**src/source/classifier_pkg.sv**
```systemverilog
//==============================
// Shared widths and types for the tone classifier
// Imported by every RTL block of the subsystem
//==============================

package classifier_pkg;

  //==============================
  // Widths
  //==============================

  // Real, imaginary, frequency and magnitude width
  parameter int DATA_W = 16;

  // Bin index width, up to 64 bins per frame
  parameter int BIN_IDX_W = 6;

  //==============================
  // Channel payloads
  //==============================

  typedef struct packed {
    logic signed [DATA_W-1:0] re;
    logic signed [DATA_W-1:0] im;
  } bin_t;

  typedef struct packed {
    logic [DATA_W-1:0] sampling_freq;
    logic [DATA_W-1:0] cutoff_freq;
    logic [DATA_W-1:0] cutoff_mag;
  } cfg_t;

  typedef struct packed {
    logic [BIN_IDX_W-1:0] index;
    logic [DATA_W-1:0]    mag;
    logic                 last;
  } mag_item_t;

  typedef struct packed {
    logic                 detected;
    logic [BIN_IDX_W:0]   hit_count;
    logic [BIN_IDX_W-1:0] peak_index;
  } decision_t;

  // FSM states
  typedef enum logic {IDLE, STREAM} capture_state_e;
  typedef enum logic {COLLECT, REPORT} decide_state_e;

endpackage
```
**src/source/classifier_top.sv**
```systemverilog
//==============================
// Tone classifier top level, producer to FIFO to consumer
//==============================

`timescale 1ns/1ps

module classifier_top import classifier_pkg::*; #(
  parameter int N_BINS     = 8,
  parameter int FIFO_DEPTH = 4
) (
  input  logic              clk,
  input  logic              reset,

  input  logic              frame_val,
  output logic              frame_rdy,
  input  bin_t [N_BINS-1:0] frame_msg,

  input  logic              cfg_val,
  output logic              cfg_rdy,
  input  cfg_t              cfg_msg,

  output logic              result_val,
  input  logic              result_rdy,
  output decision_t         result_msg
);

  // Producer to FIFO
  logic      cap_val;
  logic      cap_rdy;
  mag_item_t cap_msg;

  // FIFO to consumer
  logic      item_val;
  logic      item_rdy;
  mag_item_t item_msg;

  frame_capture #(
    .N_BINS(N_BINS)
  ) capture_i (
    .clk      (clk),
    .reset    (reset),
    .frame_val(frame_val),
    .frame_rdy(frame_rdy),
    .frame_msg(frame_msg),
    .cap_val  (cap_val),
    .cap_rdy  (cap_rdy),
    .cap_msg  (cap_msg)
  );

  bin_fifo #(
    .FIFO_DEPTH(FIFO_DEPTH)
  ) fifo_i (
    .clk    (clk),
    .reset  (reset),
    .in_val (cap_val),
    .in_rdy (cap_rdy),
    .in_msg (cap_msg),
    .out_val(item_val),
    .out_rdy(item_rdy),
    .out_msg(item_msg)
  );

  decision_unit #(
    .N_BINS(N_BINS)
  ) decide_i (
    .clk       (clk),
    .reset     (reset),
    .cfg_val   (cfg_val),
    .cfg_rdy   (cfg_rdy),
    .cfg_msg   (cfg_msg),
    .item_val  (item_val),
    .item_rdy  (item_rdy),
    .item_msg  (item_msg),
    .result_val(result_val),
    .result_rdy(result_rdy),
    .result_msg(result_msg)
  );

endmodule

```
**src/source/decision_unit.sv**
```systemverilog
//==============================
// Consumer stage, highpass and threshold test per bin
// and one tone decision per frame
//==============================

`timescale 1ns/1ps

module decision_unit import classifier_pkg::*; #(
  parameter int N_BINS = 8
) (
  input  logic      clk,
  input  logic      reset,

  input  logic      cfg_val,
  output logic      cfg_rdy,
  input  cfg_t      cfg_msg,

  input  logic      item_val,
  output logic      item_rdy,
  input  mag_item_t item_msg,

  output logic      result_val,
  input  logic      result_rdy,
  output decision_t result_msg
);

  localparam int LOG2_N = $clog2(N_BINS);
  localparam int FREQ_W = DATA_W + BIN_IDX_W;

  decide_state_e        state;
  cfg_t                 cfg_q;
  logic [DATA_W-1:0]    step;
  logic [FREQ_W-1:0]    bin_freq;
  logic                 freq_ok;
  logic                 mag_ok;
  logic                 take;
  logic [BIN_IDX_W:0]   hit_count;
  logic [BIN_IDX_W-1:0] peak_index;
  logic [DATA_W-1:0]    peak_mag;

  assign cfg_rdy    = 1'b1;
  assign item_rdy   = (state == COLLECT);
  assign result_val = (state == REPORT);

  // Configuration stays until the next transfer
  always_ff @(posedge clk) begin
    if (reset) begin
      cfg_q <= '0;
    end else if (cfg_val) begin
      cfg_q <= cfg_msg;
    end
  end

  //==============================
  // Per-bin tests
  //==============================

  // Bin spacing is fs / N
  assign step     = cfg_q.sampling_freq >> LOG2_N;
  assign bin_freq = FREQ_W'(step) * FREQ_W'(item_msg.index);
  assign freq_ok  = (bin_freq >= FREQ_W'(cfg_q.cutoff_freq));
  assign mag_ok   = (item_msg.mag > cfg_q.cutoff_mag);
  assign take     = item_val && item_rdy;

  //==============================
  // Accumulate and report
  //==============================

  always_ff @(posedge clk) begin
    if (reset) begin
      state      <= COLLECT;
      hit_count  <= '0;
      peak_index <= '0;
      peak_mag   <= '0;
    end else begin
      case (state)
        COLLECT: begin
          if (take) begin
            if (freq_ok && mag_ok) begin
              hit_count <= hit_count + 1'b1;
              // Bins arrive in index order so a tie keeps the lower one
              if (hit_count == '0 || item_msg.mag > peak_mag) begin
                peak_index <= item_msg.index;
                peak_mag   <= item_msg.mag;
              end
            end
            if (item_msg.last) begin
              state <= REPORT;
            end
          end
        end
        REPORT: begin
          if (result_rdy) begin
            state      <= COLLECT;
            hit_count  <= '0;
            peak_index <= '0;
            peak_mag   <= '0;
          end
        end
        default: state <= COLLECT;
      endcase
    end
  end

  always_comb begin
    result_msg.detected   = (hit_count != '0);
    result_msg.hit_count  = hit_count;
    result_msg.peak_index = peak_index;
  end

endmodule

```
**src/source/bin_fifo.sv**
```systemverilog
//==============================
// Circular valid/ready FIFO of magnitude items
// between the producer and the decision stage
//==============================

`timescale 1ns/1ps

module bin_fifo import classifier_pkg::*; #(
  parameter int FIFO_DEPTH = 4
) (
  input  logic      clk,
  input  logic      reset,

  input  logic      in_val,
  output logic      in_rdy,
  input  mag_item_t in_msg,

  output logic      out_val,
  input  logic      out_rdy,
  output mag_item_t out_msg
);

  localparam int PTR_W = (FIFO_DEPTH > 1) ? $clog2(FIFO_DEPTH) : 1;

  mag_item_t        mem [FIFO_DEPTH];
  logic [PTR_W-1:0] wr_ptr;
  logic [PTR_W-1:0] rd_ptr;
  logic [PTR_W:0]   count;
  logic             do_wr;
  logic             do_rd;

  assign in_rdy  = (count != (PTR_W+1)'(FIFO_DEPTH));
  assign out_val = (count != '0);
  assign out_msg = mem[rd_ptr];

  assign do_wr = in_val && in_rdy;
  assign do_rd = out_val && out_rdy;

  // Storage
  always_ff @(posedge clk) begin
    if (do_wr) begin
      mem[wr_ptr] <= in_msg;
    end
  end

  //==============================
  // Pointers and occupancy
  //==============================

  always_ff @(posedge clk) begin
    if (reset) begin
      wr_ptr <= '0;
      rd_ptr <= '0;
      count  <= '0;
    end else begin
      if (do_wr) begin
        wr_ptr <= (wr_ptr == PTR_W'(FIFO_DEPTH - 1)) ? '0 : wr_ptr + 1'b1;
      end
      if (do_rd) begin
        rd_ptr <= (rd_ptr == PTR_W'(FIFO_DEPTH - 1)) ? '0 : rd_ptr + 1'b1;
      end
      // Simultaneous read and write leaves count unchanged
      if (do_wr && !do_rd) begin
        count <= count + 1'b1;
      end else if (do_rd && !do_wr) begin
        count <= count - 1'b1;
      end
    end
  end

endmodule

```
**src/source/frame_capture.sv**
```systemverilog
//==============================
// Producer stage, registers one spectrum frame
// and streams a magnitude item per bin to the FIFO
//==============================

`timescale 1ns/1ps

module frame_capture import classifier_pkg::*; #(
  parameter int N_BINS = 8
) (
  input  logic                   clk,
  input  logic                   reset,

  input  logic                   frame_val,
  output logic                   frame_rdy,
  input  bin_t [N_BINS-1:0]      frame_msg,

  output logic                   cap_val,
  input  logic                   cap_rdy,
  output mag_item_t              cap_msg
);

  localparam int IDX_W = (N_BINS > 1) ? $clog2(N_BINS) : 1;

  capture_state_e    state;
  bin_t [N_BINS-1:0] frame_q;
  logic [IDX_W-1:0]  idx;
  bin_t              cur_bin;
  logic              is_last;
  logic [DATA_W-1:0] abs_re;
  logic [DATA_W-1:0] abs_im;
  logic [DATA_W-1:0] mag_hi;
  logic [DATA_W-1:0] mag_lo;

  // Most negative input saturates to the largest positive value
  function automatic logic [DATA_W-1:0] abs_sat(input logic signed [DATA_W-1:0] v);
    logic [DATA_W-1:0] r;
    if (v == {1'b1, {(DATA_W-1){1'b0}}}) begin
      r = {1'b0, {(DATA_W-1){1'b1}}};
    end else if (v < 0) begin
      r = -v;
    end else begin
      r = v;
    end
    return r;
  endfunction

  assign frame_rdy = (state == IDLE);
  assign cap_val   = (state == STREAM);

  // Frame payload
  always_ff @(posedge clk) begin
    if (frame_val && frame_rdy) begin
      frame_q <= frame_msg;
    end
  end

  //==============================
  // Magnitude approximation
  //==============================

  assign cur_bin = frame_q[idx];
  assign is_last = (idx == IDX_W'(N_BINS - 1));

  always_comb begin
    abs_re = abs_sat(cur_bin.re);
    abs_im = abs_sat(cur_bin.im);
    if (abs_re >= abs_im) begin
      mag_hi = abs_re;
      mag_lo = abs_im;
    end else begin
      mag_hi = abs_im;
      mag_lo = abs_re;
    end
    cap_msg.index = BIN_IDX_W'(idx);
    cap_msg.mag   = mag_hi + (mag_lo >> 1);
    cap_msg.last  = is_last;
  end

  //==============================
  // Bin walk FSM
  //==============================

  always_ff @(posedge clk) begin
    if (reset) begin
      state <= IDLE;
      idx   <= '0;
    end else begin
      case (state)
        IDLE: begin
          if (frame_val) begin
            state <= STREAM;
            idx   <= '0;
          end
        end
        STREAM: begin
          // Item held until the FIFO takes it
          if (cap_rdy) begin
            if (is_last) begin
              state <= IDLE;
            end else begin
              idx <= idx + 1'b1;
            end
          end
        end
        default: state <= IDLE;
      endcase
    end
  end

endmodule

```
**config.mk**
```make
export PLATFORM = sky130hd
export DESIGN_NAME = classifier_top
export DESIGN_NICKNAME = d
export VERILOG_FILES = /design/src/source/classifier_pkg.sv /design/src/source/classifier_top.sv /design/src/source/decision_unit.sv /design/src/source/bin_fifo.sv /design/src/source/frame_capture.sv
export SDC_FILE = /design/constraint.sdc
export NUM_CORES = 1
export LEC_CHECK = 0
export ABC_AREA = 1
export BUFFER_PORTS_ARGS = -buffer_cell sky130_fd_sc_hd__buf_2
export CORE_UTILIZATION = 25
export CTS_CLUSTER_SIZE = 25
export DETAILED_ROUTE_END_ITERATION = 10
export PLACE_DENSITY = 0.51
export SLEW_MARGIN = 0
export SYNTH_ARGS = -nofsm -noshare
export SYNTH_HDL_FRONTEND = slang
export SYNTH_SLANG_ARGS = --single-unit
export TNS_END_PERCENT = 5
```
**constraint.sdc**
```tcl
create_clock -name clk -period 19.5 [get_ports clk]
set_input_delay 1.95 -clock clk [delete_from_list [all_inputs] [get_ports clk]]
set_output_delay 1.95 -clock clk [all_outputs]
set_load 0.1 [all_outputs]
```
==> impl_metrics.json <==
{
  "status": "finished clean",
  "die_area_sq_um": 88900,
  "power_density_nw_per_um2": 138,
  "ys_seq_area_share_pct": 53.8,
  "num_vias": 16600,
  "rows": 108,
  "min_period_over_period_pct": 39.0,
  "clkTransAtPathRegs_ns": 0.06,
  "antenna_found_initial": 25,
  "cts_buffers": 51,
  "core_sq_um": 86800,
  "synth_area_sq_um": 21900,
  "overflow": 0,
  "holdWs_ns": 0.466,
  "first_pass_iters": 5,
  "fin_area_sq_um": 26300,
  "crit_top_cell": "nand2_1",
  "fillers": 9220,
  "hp-class": "reg -> reg",
  "cts_sinks": 421,
  "critPathLaunch": "capture_i.idx[0]$_SDFFE_PP0P_",
  "wl_met1_microns": 25600,
  "cp_num_buf_inv": 5,
  "cp_slowest_stage_delay_ns": 0.66,
  "maxCapViolCount": 0,
  "period_minus_slack_ns": 7.61,
  "netlist_instances": 2408,
  "layout_commonest_cell": "nand2_1",
  "dpl.cell_count": 3797,
  "timing.fmax_ghz": 0.131,
  "ir_drop_mv": 0.107,
  "arrival_ns": 8.03,
  "crit_required_ns": 19.92,
  "wl_met2_microns": 27400,
  "drtIter0Drc": 839,
  "clk_path_buf_depth": 3,
  "synth_area_per_cell_sq_um": 9.10,
  "grt_start_max_net_pins": 174,
  "drive_gt1_share_pct": 17.3,
  "tightestPinTransition_ns": 1.21,
  "post-cts-setup-buffers": 0,
  "hold_buffers": 0,
  "final_cell_mix": "nand2_1, edfxtp_1, buf_2",
  "worstSkewPairLatency_ns": 0.64,
  "io_pins": 326,
  "wl_met3_microns": 3480,
  "die_h_microns": 298,
  "areaGrowthSynthToFinish_pct": 19.9,
  "path_class": "reg -> reg",
  "ys_types": 53,
  "nets": 3136,
  "fin_ws_ns": 11.89,
  "cts_tree": "yes",
  "hold_viol": 0,
  "preCtsSetupSlack_ns": 11.76,
  "slew_headroom_pct": 19.6,
  "cp-end-kind": "flop",
  "power_mw": 3.64,
  "drtAntennaViolNets": 0,
  "globalplace.congestion": 0.846,
  "clockRootBuffer": "clkbuf_16",
  "leakagePower_nw": 11.6,
  "critPathTopFamily": "simple AND/OR/NAND/NOR gates",
  "grtUsageTotal_pct": 13.0,
  "avgRoutedWirePerCell_microns": 14.9,
  "worstHoldStart": "decide_i.cfg_q[31]$_SDFFE_PP0P_",
  "vias_per_cell": 4.25,
  "drcViolationCount": 0,
  "routed_wl_microns": 58100,
  "htree_levels": 2,
  "cts_resized": 0,
  "final_cells": 3902,
  "fin_util_pct": 30.3,
  "place_area_sq_um": 24600,
  "r2r-start": "capture_i.idx[0]$_SDFFE_PP0P_",
  "hpwl_microns": 40600,
  "io_buffers": 318,
  "crit_path_max_fanout": 64,
  "rsz0062_at_grt": "false",
  "start_util_pct": 25.3,
  "ys.warnings.count": 0,
  "fin_worst_skew_ns": 0.0305,
  "cp_slowest_cell": "buf_4",
  "die_w_microns": 298,
  "drv_slew": 0,
  "start_kind": "flop",
  "grt_pass1_vias": 15804,
  "dr.max_layer_used": "met5",
  "grt_first_pass_wirelength_microns": 89500,
  "setup_viol": 0,
  "fin_setup_tns_ns": 0,
  "ys_seq_elements": 421
}
[cell usage after synthesis, drive strengths merged]
master | instances | area share, %
nand2 | 588 | 10
edfxtp | 336 | 46
inv | 271 | 4.7
nor2 | 262 | 4.7
nand3 | 194 | 4.7
o21ai | 188 | 4.4
a21oi | 138 | 3.2
ha | 118 | 6.7
dfxtp | 85 | 7.8
buf | 62 | 1.9
clkbuf | 44 | 0.75
xor2 | 23 | 0.92
o22ai | 16 | 0.46
fa | 14 | 1.3
nand4 | 9 | 0.29
xnor2 | 9 | 0.36
nor3 | 8 | 0.18
nand3b | 7 | 0.37
clkinv | 4 | 0.068
o21bai | 4 | 0.14
or2 | 4 | 0.11
a21boi | 3 | 0.10
a211oi | 2 | 0.068
a21o | 2 | 0.068
a31oi | 2 | 0.057
conb | 2 | 0.034
nor3b | 2 | 0.091
o2111ai | 2 | 0.080
o211ai | 2 | 0.068
o21a | 2 | 0.068
a221o | 1 | 0.046
a31o | 1 | 0.040
nor4 | 1 | 0.029
o211a | 1 | 0.046
o31ai | 1 | 0.034
[layer usage]
metal | up-vias | GRT usage (%)
li1 | 8595 | -
met1 | 7509 | 16.2
met2 | 361 | 21.7
met3 | 101 | 3.47
met4 | 34 | 3.79
met5 | - | 0
[registers in the layout, indices dropped and copies added (netlist names), 2 cells and up, named ones only]
name	cells
capture_i.frame_q	256
capture_i.idx	3
decide_i.cfg_q	45
decide_i.hit_count	7
decide_i.peak_index	3
decide_i.peak_mag	16
fifo_i.count	3
fifo_i.mem	80
fifo_i.rd_ptr	2
fifo_i.wr_ptr	2
[worst reg2reg max path: cells and delay by family, from the launching register on]
family	cells	cell delay, ns
AND/OR/NAND/NOR	15	2.47
buffers and inverters	5	1.95
AO/OA/AOI/OAI	7	1.42
adder cells (fa/ha/maj)	3	0.93
flip-flops	1	0.37
XOR/XNOR	1	0.26
[area by class of cell]
class	instances	area [sq um]	share of cell area, %
tap	1155	1450	5.50
multi-input combinational	1608	8520	32.4
timing repair buffer	338	1750	6.67
clock buffer	62	1370	5.21
sequential	421	11800	44.9
antenna	9	22.5	0.0857
inverter	275	1040	3.95
clock inverter	34	348	1.32
[path summary, 6_finish.rpt]
kind | to | slack, ns | cells past startpoint
worst min-delay path | decide_i.cfg_q[31]$_SDFFE_PP0P_ | 0.47 | 2
worst max register to register | fifo_i.mem[2][13]$_DFFE_PP_ | 11.89 | 31
worst min register to register | decide_i.cfg_q[31]$_SDFFE_PP0P_ | 0.47 | 2
worst max-delay path | fifo_i.mem[2][13]$_DFFE_PP_ | 11.89 | 31
[report_power, final]
| group | leakage [nW] | switching, mW | total (mW) | internal, mW |
|---|---|---|---|---|
| logic | 6.90 | 0.977 | 1.44 | 0.461 |
| clock network | 0.832 | 0.397 | 0.956 | 0.559 |
| registers | 3.88 | 0.0360 | 1.24 | 1.21 |
| total | 11.6 | 1.41 | 3.64 | 2.23 |
[kinds of logic (layout without fill, tap and decap cells)]
logic type               count (synthesis)  count (layout)  synth area share (%)
AO/OA/AOI/OAI                          365             365                  8.87
XOR/XNOR                                32              32                  1.28
adder cells (fa/ha/maj)                132             132                  8.01
buffers and inverters                  381             709                  7.43
flip-flops                             421             421                  53.8
other                                    2              13                0.0343
AND/OR/NAND/NOR                       1075            1075                  20.6
(Power assumes the default switching activity.)
